$ cat config.mk
export PLATFORM = sky130hd
export DESIGN_NAME = decode_stage
export DESIGN_NICKNAME = d
export VERILOG_FILES = /design/src/hdl/rv32_decode_pkg.sv /design/src/hdl/control_decoder.sv /design/src/hdl/decode_register.sv /design/src/hdl/decode_stage.sv /design/src/hdl/imm_generator.sv
export SDC_FILE = /design/constraint.sdc
export NUM_CORES = 1
export LEC_CHECK = 0
export BUFFER_PORTS_ARGS = -buffer_cell sky130_fd_sc_hd__clkbuf_2
export CELL_PAD_IN_SITES_DETAIL_PLACEMENT = 1
export CELL_PAD_IN_SITES_GLOBAL_PLACEMENT = 2
export CORE_UTILIZATION = 38
export DETAILED_ROUTE_END_ITERATION = 8
export GPL_ROUTABILITY_DRIVEN = 0
export PLACE_DENSITY = 0.88
export SLEW_MARGIN = 20
export SYNTH_ARGS = -nofsm -noshare
export SYNTH_HDL_FRONTEND = slang
export SYNTH_HIERARCHICAL = 1
export SYNTH_SLANG_ARGS = --single-unit
$ cat constraint.sdc
create_clock -name clk -period 4.5 [get_ports clk]
set_clock_uncertainty 0.2 [all_clocks]
set_input_delay 0.225 -clock clk [delete_from_list [all_inputs] [get_ports clk]]
set_output_delay 0.225 -clock clk [all_outputs]
set_load 0.01 [all_outputs]
$ cat src/hdl/rv32_decode_pkg.sv
//######################################################################
// RV32IM decode package
// shared field types, opcode and funct encodings and control enums
// for the decode stage and its testbench
//######################################################################

package rv32_decode_pkg;

  typedef logic [31:0] word_t;
  typedef logic [4:0]  reg_idx_t;
  typedef logic [11:0] csr_addr_t;
  typedef logic [2:0]  funct3_t;
  typedef logic [6:0]  funct7_t;

  // funct7 values accepted on register-register ops
  localparam funct7_t BASE_FUNCT7   = 7'b000_0000;
  localparam funct7_t ALT_FUNCT7    = 7'b010_0000;
  localparam funct7_t MULDIV_FUNCT7 = 7'b000_0001;

  // integer op funct3
  localparam funct3_t F3_ADD  = 3'b000;
  localparam funct3_t F3_SLL  = 3'b001;
  localparam funct3_t F3_SLT  = 3'b010;
  localparam funct3_t F3_SLTU = 3'b011;
  localparam funct3_t F3_XOR  = 3'b100;
  localparam funct3_t F3_SR   = 3'b101;
  localparam funct3_t F3_OR   = 3'b110;
  localparam funct3_t F3_AND  = 3'b111;

  // unsigned forms of the M extension
  localparam funct3_t F3_MULHU = 3'b011;
  localparam funct3_t F3_DIVU  = 3'b101;
  localparam funct3_t F3_REMU  = 3'b111;

  // system and misc-mem funct3
  localparam funct3_t F3_PRIV   = 3'b000;
  localparam funct3_t F3_FENCEI = 3'b001;

  // imm[11:0] of the privileged instructions
  localparam logic [11:0] PRIV_ECALL  = 12'h000;
  localparam logic [11:0] PRIV_EBREAK = 12'h001;
  localparam logic [11:0] PRIV_WFI    = 12'h105;
  localparam logic [11:0] PRIV_MRET   = 12'h302;

  typedef enum logic [6:0] {
    LOAD    = 7'b000_0011,
    MISCMEM = 7'b000_1111,
    IMMED   = 7'b001_0011,
    AUIPC   = 7'b001_0111,
    STORE   = 7'b010_0011,
    REGREG  = 7'b011_0011,
    LUI     = 7'b011_0111,
    BRANCH  = 7'b110_0011,
    JALR    = 7'b110_0111,
    JAL     = 7'b110_1111,
    SYSTEM  = 7'b111_0011
  } opcode_t;

  typedef enum logic [3:0] {
    ALU_ADD  = 4'd0,
    ALU_SUB  = 4'd1,
    ALU_SLL  = 4'd2,
    ALU_SRL  = 4'd3,
    ALU_SRA  = 4'd4,
    ALU_AND  = 4'd5,
    ALU_OR   = 4'd6,
    ALU_XOR  = 4'd7,
    ALU_SLT  = 4'd8,
    ALU_SLTU = 4'd9
  } alu_op_t;

  typedef enum logic [2:0] {
    IMM_NONE = 3'd0,
    IMM_I    = 3'd1,
    IMM_S    = 3'd2,
    IMM_B    = 3'd3,
    IMM_U    = 3'd4,
    IMM_J    = 3'd5
  } imm_fmt_t;

  // write-back source
  typedef enum logic [2:0] {
    W_MEM  = 3'd0,
    W_LINK = 3'd1,
    W_IMM  = 3'd2,
    W_ALU  = 3'd3,
    W_CSR  = 3'd4
  } w_src_t;

  typedef enum logic [1:0] {
    SRC_A_REG = 2'd0,
    SRC_A_PC  = 2'd1
  } src_a_t;

  typedef enum logic [1:0] {
    SRC_B_REG  = 2'd0,
    SRC_B_IMM  = 2'd1,
    SRC_B_FOUR = 2'd2
  } src_b_t;

  typedef enum logic [1:0] {
    SFU_ARITH = 2'd0,
    SFU_MUL   = 2'd1,
    SFU_DIV   = 2'd2
  } sfu_t;

  // load width, encoded as funct3
  typedef enum logic [2:0] {
    LD_B  = 3'b000,
    LD_H  = 3'b001,
    LD_W  = 3'b010,
    LD_BU = 3'b100,
    LD_HU = 3'b101
  } load_t;

  typedef enum logic [2:0] {
    BR_EQ  = 3'b000,
    BR_NE  = 3'b001,
    BR_LT  = 3'b100,
    BR_GE  = 3'b101,
    BR_LTU = 3'b110,
    BR_GEU = 3'b111
  } branch_t;

  // matches funct3[1:0] of the CSR instructions
  typedef enum logic [1:0] {
    CSR_NONE = 2'd0,
    CSR_SWAP = 2'd1,
    CSR_SET  = 2'd2,
    CSR_CLR  = 2'd3
  } csr_op_t;

  typedef enum logic [2:0] {
    SYS_NONE   = 3'd0,
    SYS_ECALL  = 3'd1,
    SYS_EBREAK = 3'd2,
    SYS_MRET   = 3'd3,
    SYS_WFI    = 3'd4,
    SYS_FENCEI = 3'd5
  } sys_op_t;

endpackage

$ cat src/hdl/control_decoder.sv
//######################################################################
// control decoder
// derives every execute-stage control field and the illegal flag
// from opcode, funct3 and funct7 of one instruction word
//######################################################################

`timescale 1ns/1ps

module control_decoder (
  input  rv32_decode_pkg::word_t    instr_i,
  output rv32_decode_pkg::imm_fmt_t imm_fmt_o,
  output rv32_decode_pkg::alu_op_t  alu_op_o,
  output rv32_decode_pkg::src_a_t   src_a_o,
  output rv32_decode_pkg::src_b_t   src_b_o,
  output rv32_decode_pkg::w_src_t   w_src_o,
  output logic                      reg_wen_o,
  output logic                      mem_ren_o,
  output logic                      mem_wen_o,
  output rv32_decode_pkg::load_t    load_type_o,
  output logic                      branch_o,
  output rv32_decode_pkg::branch_t  branch_type_o,
  output logic                      jump_o,
  output rv32_decode_pkg::sfu_t     sfu_o,
  output logic                      mul_high_o,
  output logic                      div_rem_o,
  output logic                      is_signed_o,
  output rv32_decode_pkg::csr_op_t  csr_op_o,
  output logic                      csr_imm_o,
  output rv32_decode_pkg::sys_op_t  sys_op_o,
  output logic                      illegal_o
);
  import rv32_decode_pkg::*;

  opcode_t     opcode;
  funct3_t     funct3;
  funct7_t     funct7;
  reg_idx_t    rd;
  logic [11:0] imm12;

  assign opcode = opcode_t'(instr_i[6:0]);
  assign rd     = instr_i[11:7];
  assign funct3 = instr_i[14:12];
  assign funct7 = instr_i[31:25];
  assign imm12  = instr_i[31:20];

  // ALU op, add unless an integer op says otherwise
  always_comb begin
    alu_op_o = ALU_ADD;
    if (opcode == IMMED || opcode == REGREG) begin
      case (funct3)
        F3_ADD:  alu_op_o = (opcode == REGREG && instr_i[30]) ? ALU_SUB : ALU_ADD;
        F3_SLL:  alu_op_o = ALU_SLL;
        F3_SLT:  alu_op_o = ALU_SLT;
        F3_SLTU: alu_op_o = ALU_SLTU;
        F3_XOR:  alu_op_o = ALU_XOR;
        F3_SR:   alu_op_o = instr_i[30] ? ALU_SRA : ALU_SRL;
        F3_OR:   alu_op_o = ALU_OR;
        F3_AND:  alu_op_o = ALU_AND;
        default: alu_op_o = ALU_ADD;
      endcase
    end
  end

  // per-opcode controls
  always_comb begin
    imm_fmt_o = IMM_NONE;
    src_a_o   = SRC_A_REG;
    src_b_o   = SRC_B_REG;
    w_src_o   = W_ALU;
    reg_wen_o = 1'b0;
    mem_ren_o = 1'b0;
    mem_wen_o = 1'b0;
    branch_o  = 1'b0;
    jump_o    = 1'b0;
    csr_op_o  = CSR_NONE;
    csr_imm_o = 1'b0;
    sys_op_o  = SYS_NONE;
    illegal_o = 1'b0;

    case (opcode)
      LOAD: begin
        imm_fmt_o = IMM_I;
        src_b_o   = SRC_B_IMM;
        w_src_o   = W_MEM;
        reg_wen_o = 1'b1;
        mem_ren_o = 1'b1;
      end
      STORE: begin
        imm_fmt_o = IMM_S;
        src_b_o   = SRC_B_IMM;
        mem_wen_o = 1'b1;
      end
      BRANCH: begin
        imm_fmt_o = IMM_B;
        branch_o  = 1'b1;
      end
      JAL, JALR: begin
        // ALU forms the link address pc + 4
        imm_fmt_o = (opcode == JAL) ? IMM_J : IMM_I;
        src_a_o   = SRC_A_PC;
        src_b_o   = SRC_B_FOUR;
        w_src_o   = W_LINK;
        reg_wen_o = 1'b1;
        jump_o    = 1'b1;
      end
      IMMED: begin
        imm_fmt_o = IMM_I;
        src_b_o   = SRC_B_IMM;
        reg_wen_o = 1'b1;
      end
      REGREG: begin
        reg_wen_o = 1'b1;
        illegal_o = (funct7 != BASE_FUNCT7) && (funct7 != ALT_FUNCT7) &&
                    (funct7 != MULDIV_FUNCT7);
      end
      LUI: begin
        imm_fmt_o = IMM_U;
        src_b_o   = SRC_B_IMM;
        w_src_o   = W_IMM;
        reg_wen_o = 1'b1;
      end
      AUIPC: begin
        imm_fmt_o = IMM_U;
        src_a_o   = SRC_A_PC;
        src_b_o   = SRC_B_IMM;
        reg_wen_o = 1'b1;
      end
      SYSTEM: begin
        w_src_o = W_CSR;
        if (funct3 == F3_PRIV) begin
          case (imm12)
            PRIV_ECALL:  sys_op_o = SYS_ECALL;
            PRIV_EBREAK: sys_op_o = SYS_EBREAK;
            PRIV_MRET:   sys_op_o = SYS_MRET;
            PRIV_WFI:    sys_op_o = SYS_WFI;
            default:     sys_op_o = SYS_NONE;
          endcase
        end else begin
          // funct3[2] selects the zimm form
          csr_op_o  = csr_op_t'(funct3[1:0]);
          csr_imm_o = funct3[2];
          reg_wen_o = (csr_op_o != CSR_NONE);
        end
      end
      MISCMEM: begin
        if (funct3 == F3_FENCEI) begin
          sys_op_o = SYS_FENCEI;
        end
      end
      default: illegal_o = 1'b1;
    endcase

    // x0 is never written
    if (rd == '0) begin
      reg_wen_o = 1'b0;
    end
    if (instr_i == '0) begin
      illegal_o = 1'b1;
    end
  end

  assign load_type_o   = load_t'(funct3);
  assign branch_type_o = branch_t'(funct3);

  // functional unit, funct3[2] splits divide from multiply
  always_comb begin
    if (opcode == REGREG && funct7 == MULDIV_FUNCT7) begin
      sfu_o = funct3[2] ? SFU_DIV : SFU_MUL;
    end else begin
      sfu_o = SFU_ARITH;
    end
  end

  assign mul_high_o  = (sfu_o == SFU_MUL) && (|funct3[1:0]);
  assign div_rem_o   = (sfu_o == SFU_DIV) && funct3[1];
  assign is_signed_o = !((funct3 == F3_MULHU) || (funct3 == F3_DIVU) ||
                         (funct3 == F3_REMU));

endmodule

$ cat src/hdl/decode_register.sv
//######################################################################
// decode pipeline register
// picks the immediate, captures register fields and control bits,
// holds on stall, kills on flush and turns illegal words into traps
//######################################################################

`timescale 1ns/1ps

module decode_register (
  input  logic                      clk,
  input  logic                      rst_i,
  input  logic                      valid_i,
  input  logic                      stall_i,
  input  logic                      flush_i,
  input  rv32_decode_pkg::word_t    instr_i,
  input  rv32_decode_pkg::imm_fmt_t imm_fmt_i,
  input  rv32_decode_pkg::alu_op_t  alu_op_i,
  input  rv32_decode_pkg::src_a_t   src_a_i,
  input  rv32_decode_pkg::src_b_t   src_b_i,
  input  rv32_decode_pkg::w_src_t   w_src_i,
  input  logic                      reg_wen_i,
  input  logic                      mem_ren_i,
  input  logic                      mem_wen_i,
  input  rv32_decode_pkg::load_t    load_type_i,
  input  logic                      branch_i,
  input  rv32_decode_pkg::branch_t  branch_type_i,
  input  logic                      jump_i,
  input  rv32_decode_pkg::sfu_t     sfu_i,
  input  logic                      mul_high_i,
  input  logic                      div_rem_i,
  input  logic                      is_signed_i,
  input  rv32_decode_pkg::csr_op_t  csr_op_i,
  input  logic                      csr_imm_i,
  input  rv32_decode_pkg::sys_op_t  sys_op_i,
  input  logic                      illegal_i,
  input  rv32_decode_pkg::word_t    imm_i_i,
  input  rv32_decode_pkg::word_t    imm_s_i,
  input  rv32_decode_pkg::word_t    imm_b_i,
  input  rv32_decode_pkg::word_t    imm_u_i,
  input  rv32_decode_pkg::word_t    imm_j_i,
  output logic                      valid_o,
  output logic                      trap_o,
  output rv32_decode_pkg::reg_idx_t rs1_o,
  output rv32_decode_pkg::reg_idx_t rs2_o,
  output rv32_decode_pkg::reg_idx_t rd_o,
  output rv32_decode_pkg::csr_addr_t csr_addr_o,
  output rv32_decode_pkg::word_t    imm_o,
  output rv32_decode_pkg::alu_op_t  alu_op_o,
  output rv32_decode_pkg::src_a_t   src_a_o,
  output rv32_decode_pkg::src_b_t   src_b_o,
  output rv32_decode_pkg::w_src_t   w_src_o,
  output logic                      reg_wen_o,
  output logic                      mem_ren_o,
  output logic                      mem_wen_o,
  output rv32_decode_pkg::load_t    load_type_o,
  output logic                      branch_o,
  output rv32_decode_pkg::branch_t  branch_type_o,
  output logic                      jump_o,
  output rv32_decode_pkg::sfu_t     sfu_o,
  output logic                      mul_high_o,
  output logic                      div_rem_o,
  output logic                      is_signed_o,
  output rv32_decode_pkg::csr_op_t  csr_op_o,
  output logic                      csr_imm_o,
  output rv32_decode_pkg::sys_op_t  sys_op_o
);
  import rv32_decode_pkg::*;

  word_t imm_sel;
  logic  live;

  always_comb begin
    case (imm_fmt_i)
      IMM_I:   imm_sel = imm_i_i;
      IMM_S:   imm_sel = imm_s_i;
      IMM_B:   imm_sel = imm_b_i;
      IMM_U:   imm_sel = imm_u_i;
      IMM_J:   imm_sel = imm_j_i;
      default: imm_sel = '0;
    endcase
  end

  // a valid, legal instruction may raise side effects
  assign live = valid_i & ~illegal_i;

  // control state, flush wins over stall
  always_ff @(posedge clk) begin
    if (rst_i || flush_i) begin
      valid_o   <= 1'b0;
      trap_o    <= 1'b0;
      reg_wen_o <= 1'b0;
      mem_ren_o <= 1'b0;
      mem_wen_o <= 1'b0;
      branch_o  <= 1'b0;
      jump_o    <= 1'b0;
      csr_op_o  <= CSR_NONE;
      sys_op_o  <= SYS_NONE;
    end else if (!stall_i) begin
      valid_o   <= valid_i;
      trap_o    <= valid_i & illegal_i;
      reg_wen_o <= live & reg_wen_i;
      mem_ren_o <= live & mem_ren_i;
      mem_wen_o <= live & mem_wen_i;
      branch_o  <= live & branch_i;
      jump_o    <= live & jump_i;
      csr_op_o  <= live ? csr_op_i : CSR_NONE;
      sys_op_o  <= live ? sys_op_i : SYS_NONE;
    end
  end

  // payload, only meaningful while valid_o is high
  always_ff @(posedge clk) begin
    if (!stall_i) begin
      rs1_o         <= instr_i[19:15];
      rs2_o         <= instr_i[24:20];
      rd_o          <= instr_i[11:7];
      csr_addr_o    <= instr_i[31:20];
      imm_o         <= imm_sel;
      alu_op_o      <= alu_op_i;
      src_a_o       <= src_a_i;
      src_b_o       <= src_b_i;
      w_src_o       <= w_src_i;
      load_type_o   <= load_type_i;
      branch_type_o <= branch_type_i;
      sfu_o         <= sfu_i;
      mul_high_o    <= mul_high_i;
      div_rem_o     <= div_rem_i;
      is_signed_o   <= is_signed_i;
      csr_imm_o     <= csr_imm_i;
    end
  end

endmodule

$ cat src/hdl/decode_stage.sv
//######################################################################
// RV32IM decode stage
// control decoder and immediate generator feeding the pipeline register
//######################################################################

`timescale 1ns/1ps

module decode_stage (
  input  logic                      clk,
  input  logic                      rst_i,
  input  rv32_decode_pkg::word_t    instr_i,
  input  logic                      instr_valid_i,
  input  logic                      stall_i,
  input  logic                      flush_i,
  output logic                      valid_o,
  output logic                      trap_o,
  output rv32_decode_pkg::reg_idx_t rs1_o,
  output rv32_decode_pkg::reg_idx_t rs2_o,
  output rv32_decode_pkg::reg_idx_t rd_o,
  output rv32_decode_pkg::csr_addr_t csr_addr_o,
  output rv32_decode_pkg::word_t    imm_o,
  output rv32_decode_pkg::alu_op_t  alu_op_o,
  output rv32_decode_pkg::src_a_t   src_a_o,
  output rv32_decode_pkg::src_b_t   src_b_o,
  output rv32_decode_pkg::w_src_t   w_src_o,
  output logic                      reg_wen_o,
  output logic                      mem_ren_o,
  output logic                      mem_wen_o,
  output rv32_decode_pkg::load_t    load_type_o,
  output logic                      branch_o,
  output rv32_decode_pkg::branch_t  branch_type_o,
  output logic                      jump_o,
  output rv32_decode_pkg::sfu_t     sfu_o,
  output logic                      mul_high_o,
  output logic                      div_rem_o,
  output logic                      is_signed_o,
  output rv32_decode_pkg::csr_op_t  csr_op_o,
  output logic                      csr_imm_o,
  output rv32_decode_pkg::sys_op_t  sys_op_o
);
  import rv32_decode_pkg::*;

  imm_fmt_t imm_fmt;
  alu_op_t  alu_op;
  src_a_t   src_a;
  src_b_t   src_b;
  w_src_t   w_src;
  logic     reg_wen;
  logic     mem_ren;
  logic     mem_wen;
  load_t    load_type;
  logic     branch;
  branch_t  branch_type;
  logic     jump;
  sfu_t     sfu;
  logic     mul_high;
  logic     div_rem;
  logic     is_signed;
  csr_op_t  csr_op;
  logic     csr_imm;
  sys_op_t  sys_op;
  logic     illegal;
  word_t    imm_i;
  word_t    imm_s;
  word_t    imm_b;
  word_t    imm_u;
  word_t    imm_j;

  control_decoder u_ctrl (
    .instr_i       (instr_i),
    .imm_fmt_o     (imm_fmt),
    .alu_op_o      (alu_op),
    .src_a_o       (src_a),
    .src_b_o       (src_b),
    .w_src_o       (w_src),
    .reg_wen_o     (reg_wen),
    .mem_ren_o     (mem_ren),
    .mem_wen_o     (mem_wen),
    .load_type_o   (load_type),
    .branch_o      (branch),
    .branch_type_o (branch_type),
    .jump_o        (jump),
    .sfu_o         (sfu),
    .mul_high_o    (mul_high),
    .div_rem_o     (div_rem),
    .is_signed_o   (is_signed),
    .csr_op_o      (csr_op),
    .csr_imm_o     (csr_imm),
    .sys_op_o      (sys_op),
    .illegal_o     (illegal)
  );

  imm_generator u_imm (
    .instr_i (instr_i),
    .imm_i_o (imm_i),
    .imm_s_o (imm_s),
    .imm_b_o (imm_b),
    .imm_u_o (imm_u),
    .imm_j_o (imm_j)
  );

  decode_register u_reg (
    .clk           (clk),
    .rst_i         (rst_i),
    .valid_i       (instr_valid_i),
    .stall_i       (stall_i),
    .flush_i       (flush_i),
    .instr_i       (instr_i),
    .imm_fmt_i     (imm_fmt),
    .alu_op_i      (alu_op),
    .src_a_i       (src_a),
    .src_b_i       (src_b),
    .w_src_i       (w_src),
    .reg_wen_i     (reg_wen),
    .mem_ren_i     (mem_ren),
    .mem_wen_i     (mem_wen),
    .load_type_i   (load_type),
    .branch_i      (branch),
    .branch_type_i (branch_type),
    .jump_i        (jump),
    .sfu_i         (sfu),
    .mul_high_i    (mul_high),
    .div_rem_i     (div_rem),
    .is_signed_i   (is_signed),
    .csr_op_i      (csr_op),
    .csr_imm_i     (csr_imm),
    .sys_op_i      (sys_op),
    .illegal_i     (illegal),
    .imm_i_i       (imm_i),
    .imm_s_i       (imm_s),
    .imm_b_i       (imm_b),
    .imm_u_i       (imm_u),
    .imm_j_i       (imm_j),
    .valid_o       (valid_o),
    .trap_o        (trap_o),
    .rs1_o         (rs1_o),
    .rs2_o         (rs2_o),
    .rd_o          (rd_o),
    .csr_addr_o    (csr_addr_o),
    .imm_o         (imm_o),
    .alu_op_o      (alu_op_o),
    .src_a_o       (src_a_o),
    .src_b_o       (src_b_o),
    .w_src_o       (w_src_o),
    .reg_wen_o     (reg_wen_o),
    .mem_ren_o     (mem_ren_o),
    .mem_wen_o     (mem_wen_o),
    .load_type_o   (load_type_o),
    .branch_o      (branch_o),
    .branch_type_o (branch_type_o),
    .jump_o        (jump_o),
    .sfu_o         (sfu_o),
    .mul_high_o    (mul_high_o),
    .div_rem_o     (div_rem_o),
    .is_signed_o   (is_signed_o),
    .csr_op_o      (csr_op_o),
    .csr_imm_o     (csr_imm_o),
    .sys_op_o      (sys_op_o)
  );

endmodule

$ cat src/hdl/imm_generator.sv
//######################################################################
// immediate generator
// rebuilds the I, S, B, U and J immediates, sign-extended to 32 bits
//######################################################################

`timescale 1ns/1ps

module imm_generator (
  input  rv32_decode_pkg::word_t instr_i,
  output rv32_decode_pkg::word_t imm_i_o,
  output rv32_decode_pkg::word_t imm_s_o,
  output rv32_decode_pkg::word_t imm_b_o,
  output rv32_decode_pkg::word_t imm_u_o,
  output rv32_decode_pkg::word_t imm_j_o
);

  logic sign;

  // every format takes its sign from bit 31
  assign sign = instr_i[31];

  assign imm_i_o = {{20{sign}}, instr_i[31:20]};

  assign imm_s_o = {{20{sign}}, instr_i[31:25], instr_i[11:7]};

  // branch offsets are halfword aligned
  assign imm_b_o = {{19{sign}}, instr_i[31], instr_i[7], instr_i[30:25],
                    instr_i[11:8], 1'b0};

  assign imm_u_o = {instr_i[31:12], 12'b0};

  assign imm_j_o = {{11{sign}}, instr_i[31], instr_i[19:12], instr_i[20],
                    instr_i[30:21], 1'b0};

endmodule

== After elaboration in Yosys (flattened, before gate mapping) ==
Index checks and enable logic that the tools add are counted.

* Equal/unequal tests: 31
* Mux-type cells: 28
* Bitwise gates (word level): 9
* Reductions and logical operators: 26

{| class="wikitable"
|+ Operators by type and width
! cell !! number
|-
| one-hot mux 32 bit (5 select lines) || 1
|-
| zero test 32 bit || 1
|-
| one-hot mux 4 bit (8 select lines) || 1
|-
| == test 7 bit (second input constant) || 4
|-
| one-hot mux 3 bit (4 select lines) || 2
|-
| == test 7 x 6 -> 1 bit (second input constant) || 3
|-
| == test 3 bit (second input constant) || 6
|-
| 2-to-1 mux 3 bit || 5
|-
| one-hot mux 3 bit (5 select lines) || 1
|-
| == test 7 x 5 -> 1 bit (second input constant) || 2
|-
| == test 12 x 1 -> 1 bit (second input constant) || 1
|-
| == test 12 x 10 -> 1 bit (second input constant) || 1
|-
| == test 12 x 9 -> 1 bit (second input constant) || 1
|-
| == test 3 x 2 -> 1 bit (second input constant) || 4
|-
| zero test 12 bit || 1
|-
| 2-to-1 mux 2 bit || 5
|-
| OR reduction 10 bit || 1
|-
| OR reduction 2 bit || 5
|-
| 2-to-1 mux 1 bit || 9
|-
| AND 1 bit || 7
|-
| == test 7 x 1 -> 1 bit (second input constant) || 1
|-
| == test 7 x 2 -> 1 bit (second input constant) || 1
|-
| == test 7 x 4 -> 1 bit (second input constant) || 1
|-
| != test 7 x 1 -> 1 bit (second input constant) || 1
|-
| 18 further kinds || 29
|}

* Flip-flop bits (word level): 91
* Input bits: 37
* Word-level logic and storage cells: 118

== Depth between registers and ports, before layout ==
* Word-level depth: 8
* Depth in mapped cells: 10

== By module ==
The synthesis kept the hierarchy.

{| class="wikitable"
|+ Modules (own cells, without submodules)
! module !! instances !! cells an instance !! area an instance (µm²) !! sequential area each (µm²)
|-
| decode_register || 1 || 243 || 3837.4 || 2552.4
|-
| imm_generator || 1 || 161 || 1204.9 || 0.0
|-
| control_decoder || 1 || 108 || 643.1 || 0.0
|}

== Worst setup path after synthesis ==
No wires, ideal clock.

* Path kind: input port to flip-flop
* From: input stall_i
* To: register u_reg.alu_op_o[0] (enable)
* Setup time: 431 ps
* Arrival time: 1730 ps
* Slack: 2138 ps
* Stages: 1
* Path buffers: 0
* Cell sequence: inv_1

{| class="wikitable"
|+ RTL lines
! what !! RTL line !! text
|-
| start, declared || decode_stage.sv:13 || <nowiki>input logic stall_i,</nowiki>
|-
| end signal, assigned || decode_register.sv:119 || <nowiki>alu_op_o <= alu_op_i;</nowiki>
|-
| end, declared || decode_register.sv:48 || <nowiki>output rv32_decode_pkg::alu_op_t alu_op_o,</nowiki>
|}

No word-level cell between the ends.

== Final worst setup path ==
* From: input instr_i[3]
* To: register u_reg.imm_o[13], data pin

* Word-level cells in the longest chain between the ends: 5
* Elaborated cells on any way between the ends: 19
* Classes of those cells: 13 x eq/ne; 3 x mux; 3 x reduce/logical

{| class="wikitable"
|+ Ends and longest elaborated chain
! what !! RTL line !! text
|-
| start, declared || decode_stage.sv:11 || <nowiki>input rv32_decode_pkg::word_t instr_i,</nowiki>
|-
| == test 7 x 6 -> 1 bit, or another cell as far along || control_decoder.sv:80 || <nowiki>case (opcode)</nowiki>
|-
| OR reduction 2 bit (no line) || - ||
|-
| one-hot mux 3 bit (5 select lines) (*) || control_decoder.sv:80 ||
|-
| net imm_fmt[0] || decode_stage.sv:43 || <nowiki>imm_fmt_t imm_fmt;</nowiki>
|-
| == test 3 bit, or another cell as far along || decode_register.sv:73 || <nowiki>case (imm_fmt_i)</nowiki>
|-
| one-hot mux 32 bit (5 select lines) (*) || decode_register.sv:73 ||
|-
| net u_reg.imm_sel[13] || decode_register.sv:69 || <nowiki>word_t imm_sel;</nowiki>
|-
| end signal, assigned || decode_register.sv:118 || <nowiki>imm_o <= imm_sel;</nowiki>
|-
| end, declared || decode_register.sv:47 || <nowiki>output rv32_decode_pkg::word_t imm_o,</nowiki>
|}

Mark *: on every way through the listed nets, which the timed path passes. The rest lies on a longest branch.
A chain may end at the register's enable or synchronous reset.

==> results.sh <==
export IMPL_run_status="complete, no violations"
export IMPL_clock_latency_ns=0.35
export IMPL_max_freq_mhz=387
export IMPL_tightest_slew_ns=1.04
export IMPL_met1_usage=0.218
export IMPL_fillers=1624
export IMPL_clock_sinks=89
export IMPL_cp_cell_sequence="clkbuf_2 > nand4bb_4 > nand2_1 > nand2_1 > o31ai_4 > buf_4 > nor3b_4 > buf_8 > o2bb2ai_1 > a221o_1"
export IMPL_drive_gt1_frac=0.326
export IMPL_crit_arrival_ns=2.47
export IMPL_power_static_leakage_nw=2.11
export IMPL_synthDominantCellAreaShare=0.407
export IMPL_async_flop_share=0
export IMPL_via_count=3448
export IMPL_synth_area_leaders="edfxtp_1, buf_4, mux2i_1, a221o_1, o2bb2ai_1"
export IMPL_ir_worst_vdd_mv=0.156
export IMPL_avgSynthCellArea_um2=11.1
export IMPL_detail_route_antenna_nets=0
export IMPL_syn_inst=512
export IMPL_worst_hold_path_type="in -> reg"
export IMPL_die_y_um=124
export IMPL_path_max_fanout=33
export IMPL_worst_slack_ns=1.92
export IMPL_period_share=0.574
export IMPL_first_pass_iters=4
export IMPL_grt_pass1_vias=3455
export IMPL_finish_utilization=0.391
export IMPL_htree_levels=3
export IMPL_rsz0062_at_grt="false"
export IMPL_grt_pass1_wl_um=19600
export IMPL_clkTransAtPathRegs_ns=0.06
export IMPL_whs_ns=0.0267
export IMPL_ys_types=45
export IMPL_synth_flop_cell="edfxtp_1"
export IMPL_finalSetupViolCount=0
export IMPL_crit_path_max_incr_delay_ns=0.52
export IMPL_numCtsBuffers=9
export IMPL_use_met2=0.253
export IMPL_grt_busiest_layer="met2"
export IMPL_cts_resized=0
export IMPL_grt_usage=0.164
export IMPL_synth_edff_count=77
export IMPL_ctsRootBufferMaster="clkbuf_16"
export IMPL_use_met3=0.0498
export IMPL_path_buf_inv=3
export IMPL_layout_min_cycle_time_ns=2.58
export IMPL_netlist_area_um2=5690
export IMPL_cap_viol_max_count=0
export IMPL_overflow=0
export IMPL_seq_area_frac_synth=0.449
export IMPL_drc=0
export IMPL_syn_to_final_growth_pct=0.374
export IMPL_grt_max_degree=79
export IMPL_die_area_um2=15500
export IMPL_relSlewSlack=0.309
export IMPL_hold_viol=0
export IMPL_tns_ns=0
export IMPL_yosysMostFrequentCell="buf_4"
export IMPL_clockBufferDepth=2
export IMPL_cp_top_family="buffers and inverters"
export IMPL_path_common_cell="nand2_1"
export IMPL_hpwl_um=8370
export IMPL_antenna_found_initial=0
export IMPL_wl_per_cell_um=18.1
export IMPL_die_w_um=124
export IMPL_synth_largest_area_cell="edfxtp_1"
export IMPL_ys_ff_latch=89
export IMPL_worst_path_max_delay_cell="buf_4"
export IMPL_start_util=0.390
export IMPL_routed_wl_um=12300
export IMPL_antenna_cells=0
export IMPL_slew_violations=0
export IMPL_postCtsSetupRepairBufs=0
export IMPL_io_buffers=130
export IMPL_vias_per_cell=5.06
export IMPL_cts_tree="yes"
export IMPL_num_rows=44
export IMPL_cp_end_kind="flip-flop"
export IMPL_io_pins=131
export IMPL_drt_iter0_drc=243
export IMPL_pwr_density_cell_nw_per_um2=337
export IMPL_critPathLaunchType="input pin"
export IMPL_critical_path_class="in -> reg"
export IMPL_dp_slack_ns=1.27
export IMPL_yosysWarnings=6
export IMPL_critical_path_required_ns=4.39
export IMPL_num_nets_final=529
export IMPL_core_area_um2=14600
export IMPL_synth_common_cells="buf_4, edfxtp_1, mux2i_1"
-- worst reg2reg max path: cells and delay by family (launching register included) --
family             cells  cell delay, ns
and+or+nand+nor        1            0.06
AOI/OAI and AO/OA      1            0.20
DFF                    1            0.33
-- repair_timing --
item                       in CTS  in global routing
setup endpoints to repair       0                  0
hold endpoints to repair       19                  0
hold buffers                   18                  0
-- cell usage in the layout, fill, tap and decap left out, drive strengths merged, types with 5 or more instances in the layout --
cell type / instances
clkbuf: 142
nor2: 30
edfxtp: 77
nor3: 10
o2bb2ai: 31
dfxtp: 12
nand2: 12
a221o: 31
a21oi: 8
dlygate4sd3: 18
a22oi: 11
o21ai: 8
mux2i: 35
nand3: 5
inv: 7
conb: 15
nand2b: 5
-- worst paths after layout --
path | endpoint | from | slack (ns) | cells past startpoint
worst min register to register | u_reg/trap_o | u_reg/trap_o | 0.29 | 2
worst min-delay path | u_reg/csr_addr_o[8] | instr_i[28] | 0.03 | 1
worst max register to register | u_reg/sys_op_o[1] | u_reg/sys_op_o[1] | 3.61 | 2
worst max-delay path | u_reg/imm_o[13] | instr_i[3] | 1.92 | 10
-- cell families after synthesis --
kind of cell | synth area share
compound gates | 0.149
buf+inv | 0.256
flops | 0.449
mux | 0.0616
other cells | 0.00132
simple gates | 0.0830
-- where the power goes --
group / internal (mW) / total, mW / switching [mW]
Clock: 0.405 / 0.729 / 0.324
Sequential: 0.949 / 0.966 / 0.0169
Combinational: 0.0851 / 0.227 / 0.142
-- layout make-up --
class	instances	area [um2]	area share
clock buffer	12	256	0.0449
clock inverter	4	23.8	0.00417
inverter	5	20.0	0.00351
multi-input combinational	235	1760	0.308
sequential	89	2550	0.447
tap	184	230	0.0403
timing repair buffer	152	868	0.152
-- metal layers --
metal	part of all wire	wire (um)	up-vias
met3	0.048	587	10
met4	0.015	189	0
met1	0.47	5780	1676
li1	-	-	1668
met5	0	0	-
met2	0.47	5740	94
-- per-stage QoR --
| step | cells | cell area (um2) | power, mW |
|---|---|---|---|
| 4_1_cts | 681 | 5700 | 1.95 |
| 3_5_place_dp | 647 | 5240 | 1.20 |
| 2_1_floorplan | 525 | 5730 | 1.19 |
| 3_3_place_gp | 646 | 5220 | 1.20 |
| 5_1_grt | 681 | 5710 | 2.00 |
| 6_report | 681 | 5710 | 1.92 |
-- sequential cells by signal, indices dropped and copies added, names as in the netlist, 2 cells and up --
name	cells
u_reg/sfu_o	2
u_reg/csr_addr_o	8
u_reg/alu_op_o	4
u_reg/w_src_o	3
u_reg/load_type_o	3
u_reg/src_b_o	2
u_reg/sys_op_o	3
u_reg/imm_o	32
u_reg/csr_op_o	2
u_reg/rd_o	5
u_reg/src_a_o	2
u_reg/rs2_o	4
u_reg/rs1_o	5
u_reg/branch_type_o	3
(Power assumes the default switching activity.)
